--- config.mk ---
export PLATFORM = sky130hd
export DESIGN_NAME = arcade_io_top
export DESIGN_NICKNAME = d
export VERILOG_FILES = /design/src/hw/arcade_ctrl_pkg.sv /design/src/hw/arcade_video_pkg.sv /design/src/hw/key_decoder.sv /design/src/hw/control_mapper.sv /design/src/hw/video_overlay.sv /design/src/hw/arcade_io_top.sv
export SDC_FILE = /design/constraint.sdc
export NUM_CORES = 1
export LEC_CHECK = 0
export BUFFER_PORTS_ARGS = -buffer_cell sky130_fd_sc_hd__buf_4
export CORE_MARGIN = 2
export CORE_UTILIZATION = 46
export CTS_CLUSTER_SIZE = 30
export DETAILED_ROUTE_END_ITERATION = 7
export GPL_ROUTABILITY_DRIVEN = 0
export PLACE_DENSITY = 0.83
export SYNTH_ARGS = -nofsm -noshare
export SYNTH_HDL_FRONTEND = slang
export SYNTH_HIERARCHICAL = 1
export SYNTH_SLANG_ARGS = --single-unit
--- constraint.sdc ---
create_clock -name clk_mist -period 1.8 [get_ports clk_mist]
set_clock_uncertainty 0.05 [all_clocks]
set_input_delay 0.09 -clock clk_mist [delete_from_list [all_inputs] [get_ports clk_mist]]
set_output_delay 0.09 -clock clk_mist [all_outputs]
set_load 0.005 [all_outputs]
--- src/hw/arcade_ctrl_pkg.sv ---
package arcade_ctrl_pkg;

	// bit positions in the 32-bit status word
	localparam int st_reset       = 0;
	localparam int st_rotate      = 2;
	localparam int st_overlay_off = 5;
	localparam int st_reset_menu  = 6;

	// bit positions in a joystick byte
	localparam int joy_right = 0;
	localparam int joy_left  = 1;
	localparam int joy_down  = 2;
	localparam int joy_up    = 3;
	localparam int joy_fire  = 4;

	typedef enum logic [7:0] {
		key_start1 = 8'h05, // F1
		key_start2 = 8'h06, // F2
		key_fire   = 8'h29, // space
		key_left   = 8'h6B,
		key_down   = 8'h72,
		key_right  = 8'h74,
		key_up     = 8'h75,
		key_coin   = 8'h76  // ESC
	} scancode_e;

	typedef struct packed {
		logic up;
		logic down;
		logic left;
		logic right;
		logic coin;
		logic start1;
		logic start2;
		logic fire;
		logic spare;
	} kbd_buttons_t;

	typedef struct packed {
		logic [2:0] unused;
		logic       fire;
		logic       up;
		logic       down;
		logic       left;
		logic       right;
	} joystick_t;

	typedef struct packed {
		logic coin;
		logic start1;
		logic start2;
		logic fire;
		logic left;
		logic right;
	} cab_controls_t;

	typedef struct packed {
		logic game_reset;
		logic rotate;
		logic overlay_on;
	} cab_config_t;

endpackage

--- src/hw/arcade_video_pkg.sv ---
package arcade_video_pkg;

	localparam int x_width = 9;
	localparam int y_width = 8;

	// inclusive limits of the cellophane bands
	localparam logic [y_width-1:0] red_y_lo   = 8'd32;
	localparam logic [y_width-1:0] red_y_hi   = 8'd63;
	localparam logic [y_width-1:0] green_y_lo = 8'd184;
	localparam logic [y_width-1:0] green_y_hi = 8'd239;

	// base strip below the green band only covers part of the line
	localparam logic [x_width-1:0] base_x_lo = 9'd16;
	localparam logic [x_width-1:0] base_x_hi = 9'd133;

	typedef struct packed {
		logic r;
		logic g;
		logic b;
	} pixel_rgb_t;

	typedef struct packed {
		logic [x_width-1:0] x;
		logic [y_width-1:0] y;
	} beam_pos_t;

	localparam pixel_rgb_t rgb_black = '{r: 1'b0, g: 1'b0, b: 1'b0};
	localparam pixel_rgb_t rgb_white = '{r: 1'b1, g: 1'b1, b: 1'b1};
	localparam pixel_rgb_t rgb_red   = '{r: 1'b1, g: 1'b0, b: 1'b0};
	localparam pixel_rgb_t rgb_green = '{r: 1'b0, g: 1'b1, b: 1'b0};

endpackage

--- src/hw/key_decoder.sv ---
`timescale 1ns/1ps

module key_decoder (
	input  logic                          clk_mist,
	input  logic                          rst_n,
	input  logic                          key_strobe,
	input  logic                          key_pressed,
	input  arcade_ctrl_pkg::scancode_e    key_code,
	output arcade_ctrl_pkg::kbd_buttons_t kbd
);

	// make sets a key, break clears it; unmapped codes fall through
	always_ff @(posedge clk_mist) begin
		if (!rst_n) begin
			kbd <= '0;
		end else if (key_strobe) begin
			case (key_code)
				arcade_ctrl_pkg::key_up: begin
					kbd.up <= key_pressed;
				end
				arcade_ctrl_pkg::key_down: begin
					kbd.down <= key_pressed;
				end
				arcade_ctrl_pkg::key_left: begin
					kbd.left <= key_pressed;
				end
				arcade_ctrl_pkg::key_right: begin
					kbd.right <= key_pressed;
				end
				arcade_ctrl_pkg::key_coin: begin
					kbd.coin <= key_pressed; // ESC
				end
				arcade_ctrl_pkg::key_start1: begin
					kbd.start1 <= key_pressed; // F1
				end
				arcade_ctrl_pkg::key_start2: begin
					kbd.start2 <= key_pressed; // F2
				end
				arcade_ctrl_pkg::key_fire: begin
					kbd.fire <= key_pressed; // space
				end
				default: begin
					kbd <= kbd; // unknown code holds the state
				end
			endcase
		end
	end

endmodule

--- src/hw/control_mapper.sv ---
`timescale 1ns/1ps

module control_mapper (
	input  logic                           clk_mist,
	input  logic                           rst_n,
	input  arcade_ctrl_pkg::kbd_buttons_t  kbd,
	input  arcade_ctrl_pkg::joystick_t     joystick_0,
	input  arcade_ctrl_pkg::joystick_t     joystick_1,
	input  logic [31:0]                    status,
	input  logic [1:0]                     buttons,
	output arcade_ctrl_pkg::cab_controls_t controls,
	output arcade_ctrl_pkg::cab_config_t   cfg,
	output logic                           game_rst_n
);

	logic [7:0] joy_any;
	logic dir_up;
	logic dir_down;
	logic dir_left;
	logic dir_right;
	arcade_ctrl_pkg::cab_controls_t controls_d;
	arcade_ctrl_pkg::cab_config_t   cfg_d;

	assign joy_any = joystick_0 | joystick_1; // either stick

	assign dir_up    = kbd.up    | joy_any[arcade_ctrl_pkg::joy_up];
	assign dir_down  = kbd.down  | joy_any[arcade_ctrl_pkg::joy_down];
	assign dir_left  = kbd.left  | joy_any[arcade_ctrl_pkg::joy_left];
	assign dir_right = kbd.right | joy_any[arcade_ctrl_pkg::joy_right];

	always_comb begin
		cfg_d.game_reset = status[arcade_ctrl_pkg::st_reset] |
			status[arcade_ctrl_pkg::st_reset_menu] |
			buttons[1]; // board reset button
		cfg_d.rotate     = status[arcade_ctrl_pkg::st_rotate];
		cfg_d.overlay_on = ~status[arcade_ctrl_pkg::st_overlay_off];
	end

	always_comb begin
		controls_d.coin   = kbd.coin;
		controls_d.start1 = kbd.start1;
		controls_d.start2 = kbd.start2;
		controls_d.fire   = kbd.fire | joy_any[arcade_ctrl_pkg::joy_fire];
		if (cfg_d.rotate) begin
			controls_d.left  = dir_left;
			controls_d.right = dir_right;
		end else begin
			// sideways monitor so up/down move the cannon
			controls_d.left  = dir_up;
			controls_d.right = dir_down;
		end
	end

	always_ff @(posedge clk_mist) begin
		if (!rst_n) begin
			controls <= '0;
			cfg      <= '{game_reset: 1'b0, rotate: 1'b0, overlay_on: 1'b1};
		end else begin
			controls <= controls_d;
			cfg      <= cfg_d;
		end
	end

	assign game_rst_n = ~cfg.game_reset;

endmodule

--- src/hw/video_overlay.sv ---
`timescale 1ns/1ps

module video_overlay (
	input  logic                         clk_mist,
	input  logic                         rst_n,
	input  logic                         pix_ce,
	input  logic                         video,
	input  logic                         hsync,
	input  logic                         vsync,
	input  arcade_ctrl_pkg::cab_config_t cfg,
	output arcade_video_pkg::pixel_rgb_t rgb,
	output logic                         hsync_out,
	output logic                         vsync_out
);

	arcade_video_pkg::beam_pos_t  pos;
	arcade_video_pkg::pixel_rgb_t lit_rgb;
	logic hs_rise;
	logic vs_rise;
	logic in_red;
	logic in_green;
	logic in_base;

	// delayed syncs double as the previous levels
	assign hs_rise = hsync & ~hsync_out;
	assign vs_rise = vsync & ~vsync_out;

	always_ff @(posedge clk_mist) begin
		if (!rst_n) begin
			hsync_out <= 1'b0;
			vsync_out <= 1'b0;
		end else begin
			hsync_out <= hsync;
			vsync_out <= vsync;
		end
	end

	always_ff @(posedge clk_mist) begin
		if (!rst_n) begin
			pos <= '0;
		end else begin
			if (hs_rise) begin
				pos.x <= '0;
			end else if (pix_ce) begin
				pos.x <= pos.x + 1'b1;
			end
			if (vs_rise) begin
				pos.y <= '0;
			end else if (hs_rise) begin
				pos.y <= pos.y + 1'b1;
			end
		end
	end

	assign in_red = (pos.y >= arcade_video_pkg::red_y_lo) &&
		(pos.y <= arcade_video_pkg::red_y_hi);
	assign in_green = (pos.y >= arcade_video_pkg::green_y_lo) &&
		(pos.y <= arcade_video_pkg::green_y_hi);
	assign in_base = (pos.y > arcade_video_pkg::green_y_hi) &&
		(pos.x >= arcade_video_pkg::base_x_lo) &&
		(pos.x <= arcade_video_pkg::base_x_hi); // bases and reserve cannons

	always_comb begin
		lit_rgb = arcade_video_pkg::rgb_white;
		if (cfg.overlay_on) begin
			if (in_red) begin
				lit_rgb = arcade_video_pkg::rgb_red;
			end else if (in_green || in_base) begin
				lit_rgb = arcade_video_pkg::rgb_green;
			end
		end
	end

	always_ff @(posedge clk_mist) begin
		if (!rst_n) begin
			rgb <= arcade_video_pkg::rgb_black;
		end else if (video) begin
			rgb <= lit_rgb;
		end else begin
			rgb <= arcade_video_pkg::rgb_black;
		end
	end

endmodule

--- src/hw/arcade_io_top.sv ---
`timescale 1ns/1ps

module arcade_io_top (
	input  logic                           clk_mist,
	input  logic                           rst_n,
	input  logic                           key_strobe,
	input  logic                           key_pressed,
	input  logic [7:0]                     key_code,
	input  arcade_ctrl_pkg::joystick_t     joystick_0,
	input  arcade_ctrl_pkg::joystick_t     joystick_1,
	input  logic [31:0]                    status,
	input  logic [1:0]                     buttons,
	input  logic                           video,
	input  logic                           hsync,
	input  logic                           vsync,
	input  logic                           pix_ce,
	output arcade_ctrl_pkg::cab_controls_t controls,
	output logic                           game_rst_n,
	output arcade_video_pkg::pixel_rgb_t   rgb,
	output logic                           hsync_out,
	output logic                           vsync_out
);

	arcade_ctrl_pkg::kbd_buttons_t kbd;
	arcade_ctrl_pkg::cab_config_t  cfg;

	key_decoder i_key_decoder (
		.clk_mist    (clk_mist),
		.rst_n       (rst_n),
		.key_strobe  (key_strobe),
		.key_pressed (key_pressed),
		.key_code    (arcade_ctrl_pkg::scancode_e'(key_code)), // raw code from the keyboard
		.kbd         (kbd)
	);

	control_mapper i_control_mapper (
		.clk_mist   (clk_mist),
		.rst_n      (rst_n),
		.kbd        (kbd),
		.joystick_0 (joystick_0),
		.joystick_1 (joystick_1),
		.status     (status),
		.buttons    (buttons),
		.controls   (controls),
		.cfg        (cfg),
		.game_rst_n (game_rst_n)
	);

	video_overlay i_video_overlay (
		.clk_mist  (clk_mist),
		.rst_n     (rst_n),
		.pix_ce    (pix_ce),
		.video     (video),
		.hsync     (hsync),
		.vsync     (vsync),
		.cfg       (cfg),
		.rgb       (rgb),
		.hsync_out (hsync_out),
		.vsync_out (vsync_out)
	);

endmodule

; ---- Word level (Yosys, flattened, before mapping)
; Index checks and enable logic that the tools add are counted.
[word_totals]
out_inout_bits = 12
elab_cells = 75
in_bits = 66
ff_bits = 38
[classes]
n_mux = 4
addsub = 2
n_lt_le_gt_ge = 7
bitwise = 15
eq_ne = 8
reduce_logical = 16
[op_table]
columns = op, n
row1 = "8-bit by 7-bit equality test with 1-bit output, second input constant", 5
row2 = 2-bit AND reduction, 9
row3 = "8-bit by 3-bit equality test with 1-bit output, second input constant", 2
row4 = "9-bit by 1-bit adder with 9-bit output, second input constant", 1
row5 = "9-bit by 5-bit greater-or-equal comparator with 1-bit output, second input constant", 1
row6 = "9-bit by 8-bit <= comparator with 1-bit output, second input constant", 1
row7 = 3-bit 2-to-1 mux, 3
row8 = "8-bit by 1-bit adder with 8-bit output, second input constant", 1
row9 = "8-bit by 6-bit equality test with 1-bit output, second input constant", 1
row10 = "8-bit by 6-bit greater-or-equal comparator with 1-bit output, second input constant", 1
row11 = "8-bit greater-or-equal comparator, second input constant", 1
row12 = "8-bit > comparator, second input constant", 1
row13 = "8-bit by 6-bit <= comparator with 1-bit output, second input constant", 1
row14 = "8-bit <= comparator, second input constant", 1
row15 = 1-bit bitwise OR, 7
row16 = 1-bit inverter, 5
row17 = 5-bit bitwise OR, 1
row18 = 1-bit logical AND, 4
row19 = 2-bit OR reduction, 2
row20 = 1-bit AND, 2
row21 = 2-bit 2-to-1 mux, 1
row22 = 1-bit logical OR, 1

; ---- Longest topological paths before layout
; Gate-level depths: netlist (run 1).
[depth]
word_depth = 7
ltp_mapped = 5
mapped_depth_nobuf = 5

; ---- Modules after synthesis
; The synthesis (run 1) kept the hierarchy.
[by_module_without_submodules]
columns = mod, area_each_um2, n_inst, seq_area_each_um2, cells_per_inst
row1 = video_overlay, 975.9, 1, 440.4, 109
row2 = key_decoder, 464.2, 1, 160.2, 41
row3 = control_mapper, 302.8, 1, 180.2, 23

; ---- Least setup slack after synthesis (run 1)
; No wires, ideal clock.
[synth_path]
kind = register to register
startpoint = register i_video_overlay/pos[8] in the netlist's numbering
endpoint = register i_video_overlay/pos[16] in the netlist's numbering
period_less_slack_ns = 1.256
arrival_ns = 1.136
path_buffers = 0
t_required_ns = 1.680
slack_ns = 0.544
setup_ns = 0.070
path_stages_with_launch = 5
cell_sequence = dfxtp_1 ha_1 nand4_1 or3_1 a21oi_1
[synth_between]
elab_chain_cells = 1
[synth_lines]
columns = item, line
row1 = start: declaration, video_overlay.sv:16  ; arcade_video_pkg::beam_pos_t pos;
row2 = 9-bit by 1-bit adder with 9-bit output, video_overlay.sv:45  ; pos.x <= pos.x + 1'b1;
; Every way passes these cells.
; A chain may end at the register's enable or synchronous reset.

; ---- Worst setup path in the final report (run 1)
[layout_path]
startpoint = input port joystick_0[4] in the netlist's numbering
endpoint = register i_control_mapper/controls[2] (netlist name)
[layout_between]
elab_chain_cells = 2
[layout_lines]
columns = item, line
row1 = start: declaration, arcade_io_top.sv:9  ; input arcade_ctrl_pkg::joystick_t joystick_0,
row2 = 5-bit bitwise OR, control_mapper.sv:24  ; assign joy_any = joystick_0 | joystick_1;
row3 = 1-bit bitwise OR, control_mapper.sv:43  ; controls_d.fire = kbd.fire | joy_any[arcade_ctrl_pkg::joy_fire];
; Every way passes these cells.

==> out/metrics.yaml, run 1 <==
finalSetupViolations: 0
critPathArrivalTime_ps: 1560
clkLatencyLatePin_ps: 280
status: "completed"
whs_ps: 26.6
worst_setup_path_start_kind: "primary input"
die_area_sq_mm: 0.00421
netlist_area_sq_mm: 0.00170
drc_errors: 0
routedWlPerCell_microns: 12.0
cts_sinks: 38
routed_via_density: 5.22
yosysWarnings: 6
cts-buffers-inserted: 5
avgSynthCellArea_sq_um: 10.1
grt_setup_unrepaired: "no"
tightestPinTransition_ps: 551
fin_crit_sh_pct: 79.6
worstPathCellList: "dlygate4sd3_1 > buf_4 > o31a_1 > dlygate4sd3_1"
setup_tns_ps: 0
dpl.hpwl_mm: 2.31
n_antenna_cell: 0
cts_resized: 0
fp.dieW_microns: 64.9
switching_share_pct: 20.9
cp_max_fo: 1
core-area_sq_mm: 0.00361
clkPwrFrac_pct: 39.7
path_clk_slew_ps: 70
cts_max_level: 2
power.density_mw_per_mm2: 775
crit_required_ps: 1920
cts_buffer_depth: 2
die_y_microns: 64.9
worstSetupPathType: "primary input to flip-flop"
hold_viol_final: 0
switchingPower_w: 0.000363
syn2layout_area_growth_pct: 31.4
endpoint_kind: "flip-flop"
first_iter_violations: 73
grt_pass1_vias: 1374
synth.net_count: 240
max_freq_mhz: 698
cap_violations: 0
grt_pass1_wl_mm: 5.73
io_pins: 78
antenna_found_initial: 0
power_leakage_nw: 0.923
nNetsFinal: 293
dpl.cell_count: 256
drive_above_1_share_pct: 27.4
path_common_cell: "dlygate4sd3_1"
ir_worst_vdd_mv: 0.388
grt_max_degree: 23
postLayoutCoreUtil_pct: 62.1
portBuffers: 42
vias: 1414
max_stage_delay_ps: 540
p_comb_share_pct: 10.2
syn_inst: 169
intPower_w: 0.00137
track_usage_pct: 17.4
power.total_w: 0.00174
cts-root-buf: "clkbuf_8"
ant_nets: 0
cts_tree: "yes"
layout_min_cycle_time_ps: 1430
slowest_stage: "dlygate4sd3_1"
slew_headroom_pct: 63.0
seq_power_share_pct: 50.1
instances_no_fill: 271
slew_violations: 0
overflow: 0
firstDrtPassIters: 4
hold_class: "primary input to flip-flop"
num_rows: 22
routed_wl_mm: 3.26
initial_core_util_pct: 47.3
[routing by layer]
layer	global-route usage, %	up-vias	share of wire (%)	wire length, microns
li1	-	715	-	-
met1	19.5	656	43	1410
met2	31.1	39	50	1620
met3	5.73	4	5.8	190
met4	5.59	0	1.3	42
met5	0	-	0	0
[final timing paths]
| check | start | end | slack (ps) | cells after the start |
|---|---|---|---|---|
| max | joystick_0[4] | i_control_mapper/controls[2] | 370 | 4 |
| min | video | i_video_overlay/rgb[2] | 30 | 3 |
| max reg2reg | i_video_overlay/pos[8] | i_video_overlay/pos[16] | 390 | 4 |
| min reg2reg | i_key_decoder/kbd[3] | i_key_decoder/kbd[3] | 410 | 2 |
[per-stage QoR]
| stage | setup WS, ps | area, sq um |
|---|---|---|
| 3_5_place_dp | 436 | 2060 |
| 2_1_floorplan | 544 | 1700 |
| 3_3_place_gp | 444 | 2060 |
| 6_report | 367 | 2240 |
| 5_1_grt | 304 | 2240 |
| 4_1_cts | 381 | 2240 |
[registers in the layout, summed over array words and instances (netlist names)]
register / flops
i_video_overlay/hsync_out: 1
i_video_overlay/vsync_out: 1
i_control_mapper/cfg: 2
i_video_overlay/pos: 17
i_control_mapper/controls: 6
i_video_overlay/rgb: 3
i_key_decoder/kbd: 8
[critical path, delay by kind of cell]
family / cells / cell delay [ps]
AOI/OAI and AO/OA: 1 / 260
buffers and inverters: 3 / 1210
[what timing repair did]
item,CTS,global route
buffers inserted,0,0
hold endpoints to repair,5,0
setup endpoints to repair,0,0
hold buffers,7,0
[cells in the final DEF (no fill, tap or decap), types with 2 or more instances in the layout]
cell,count
o41ai_1,3
nand2b_1,2
nor4_1,4
ha_1,5
buf_4,43
dfxtp_1,38
nand3_1,2
o311ai_1,2
clkbuf_8,5
dlygate4sd3_1,7
nand2_1,13
and3_1,2
inv_1,7
o21ai_0,3
and2_1,5
mux2i_1,6
nor3b_2,3
xor2_1,8
nand4_1,8
or3_1,4
nor2_1,18
a21oi_1,6
o31a_1,2
clkbuf_1,2
xnor2_1,4
[power by group through the flow]
stage | combinational, W | clock, W | sequential [W]
finish | 0.000177 | 0.000690 | 0.000869
global route | 0.000193 | 0.000755 | 0.000871
CTS | 0.000177 | 0.000708 | 0.000869
detailed placement | 0.000164 | 0 | 0.000888
global placement | 0.000161 | 0 | 0.000888
floorplan | 0.0000688 | 0 | 0.000888
[layout make-up]
type | count | area (sq um)
inverter | 7 | 26.3
clock inverter | 1 | 30.0
multi-input combinational | 120 | 892
clock buffer | 7 | 76.3
tap | 48 | 60.1
fill | 305 | 1370
timing repair buffer | 50 | 393
sequential | 38 | 761
No activity file was read; power rests on OpenSTA's default activity.
==> run 2: changes to the inputs <==
Clock period 1.8 ns to 1.4 ns, I/O delays scaled along.
==> out/metrics.yaml, run 2 (synthesis results as in run 1) <==
place_ws_ps: 75.4
switchingPower_w: 0.000472
instances_no_fill: 276
final_common_cell: "buf_4"
antenna_found_initial: 0
routed.top_layer: "met4"
crit_required_ps: 1520
routed_wl_mm: 3.37
fp.dieW_microns: 64.9
worstSetupPathType: "flip-flop to flip-flop"
n_antenna_cell: 0
p_comb_share_pct: 11.3
hold_viol_final: 0
path_clk_slew_ps: 70
routedWlPerCell_microns: 12.2
cap_violations: 0
final_cell_mix: "46 x buf_4, 36 x dfxtp_1, 18 x nor2_1"
drc_errors: 0
portBuffers: 42
status: "completed"
first_iter_violations: 63
switching_share_pct: 22.4
wl_met1_mm: 1.49
intPower_w: 0.00164
max_freq_mhz: 769
cp_max_fo: 3
grt_pass1_wl_mm: 5.51
grt_max_degree: 23
hold_class: "primary input to flip-flop"
postCtsSetupBuffers: 0
grt_setup_unrepaired: "no"
setup_tns_ps: 0
cts_sinks: 38
wl_met2_mm: 1.62
io_pins: 78
grt_pass1_vias: 1273
layout_min_cycle_time_ps: 1300
slew_headroom_pct: 76.2
setup_slack_ps: 100
die_y_microns: 64.9
reg_top3: "i_video_overlay/pos: 17 flops, i_key_decoder/kbd: 8 flops, i_control_mapper/controls: 6 flops"
track_usage_pct: 17.2
multiInputGateArea_sq_um: 906
vias: 1407
ir_worst_vdd_mv: 0.587
cts-buffers-inserted: 5
syn2layout_area_growth_pct: 33.9
n_fill_cell: 293
die_area_sq_mm: 0.00421
nNetsFinal: 298
clkLatencyLatePin_ps: 290
ant_nets: 0
whs_ps: 32.5
num_rows: 22
regMostFlops: "i_video_overlay/pos"
drive_above_1_share_pct: 31.1
cts_buffer_depth: 2
clkPwrFrac_pct: 35.7
finalSetupViolations: 0
power.total_w: 0.00211
critPathArrivalTime_ps: 1420
seq_area_sq_um: 763
tightestPinTransition_ps: 357
largest_reg_flops: 17
power_leakage_nw: 0.940
overflow: 0
routed_via_density: 5.10
core-area_sq_mm: 0.00361
worst_setup_path_start_kind: "flip-flop"
cts-root-buf: "clkbuf_8"
fin_crit_sh_pct: 92.9
initial_core_util_pct: 47.3
cts_tree: "yes"
endpoint_kind: "flip-flop"
dpl.hpwl_mm: 2.29
power.density_mw_per_mm2: 924
seq_power_share_pct: 53.0
slew_violations: 0
cts_max_level: 2
wl_met3_microns: 205
firstDrtPassIters: 4
dpl.cell_count: 259
==> run 2: changes by cell type in the layout (fill, tap and decap cells not counted), moves of 2 or more <==
cell / delta
dlygate4sd3_1: +2
dfxtp_1: -2
dfxtp_2: +2
buf_4: +3
==> run 2: cell type report <==
cell class	instances	area share [%]
Multi-Input combinational cell	120	39.7
Sequential cell	38	33.4
Timing Repair Buffer	55	19.1
Clock buffer	7	3.78
Tap cell	48	2.63
Inverter	7	1.15
Clock inverter	1	0.219
==> run 2: layer usage <==
layer  vias to the layer above  track usage, %
met1                       639            19.8
met2                        42            29.3
met3                         8            6.08
met4                         0            6.38
li1                        718               -
met5                         -               0
==> run 2: worst paths after layout <==
check / startpoint / end / slack (ps) / depth (start not counted)
worst min-delay path: pix_ce / i_video_overlay/pos[8] / 30 / 3
worst max register to register: i_video_overlay/pos[12] / i_video_overlay/rgb[2] / 100 / 3
worst max-delay path: i_video_overlay/pos[12] / i_video_overlay/rgb[2] / 100 / 3
worst min register to register: i_key_decoder/kbd[3] / i_control_mapper/controls[4] / 410 / 1
==> run 2: through the flow <==
step                      utilization [%]  area, sq um
after global placement               57.8         2080
after global routing                 63.3         2280
after floorplan                         -         1700
after CTS                            62.6         2260
after detailed placement             57.8         2080
final                                63.3         2280
==> run 2: repair_timing <==
item | CTS | global route
endpoints found under the hold margin | 6 | 1
resized for setup | 0 | 6
hold buffers | 8 | 2
endpoints found under the setup margin | 0 | 6
==> run 2: critical path, stage by stage, from the launching register on <==
cell and delay (ps):
dfxtp_1 340, or3_1 430, o31ai_2 260, a21oi_1 100
==> run 2: power groups by stage <==
stage	logic, W	clock network, W	registers (W)
after global placement	0.000213	0	0.00114
final	0.000238	0.000754	0.00112
after floorplan	0.0000885	0	0.00114
after global routing	0.000260	0.000832	0.00112
after detailed placement	0.000217	0	0.00114
after CTS	0.000236	0.000779	0.00112
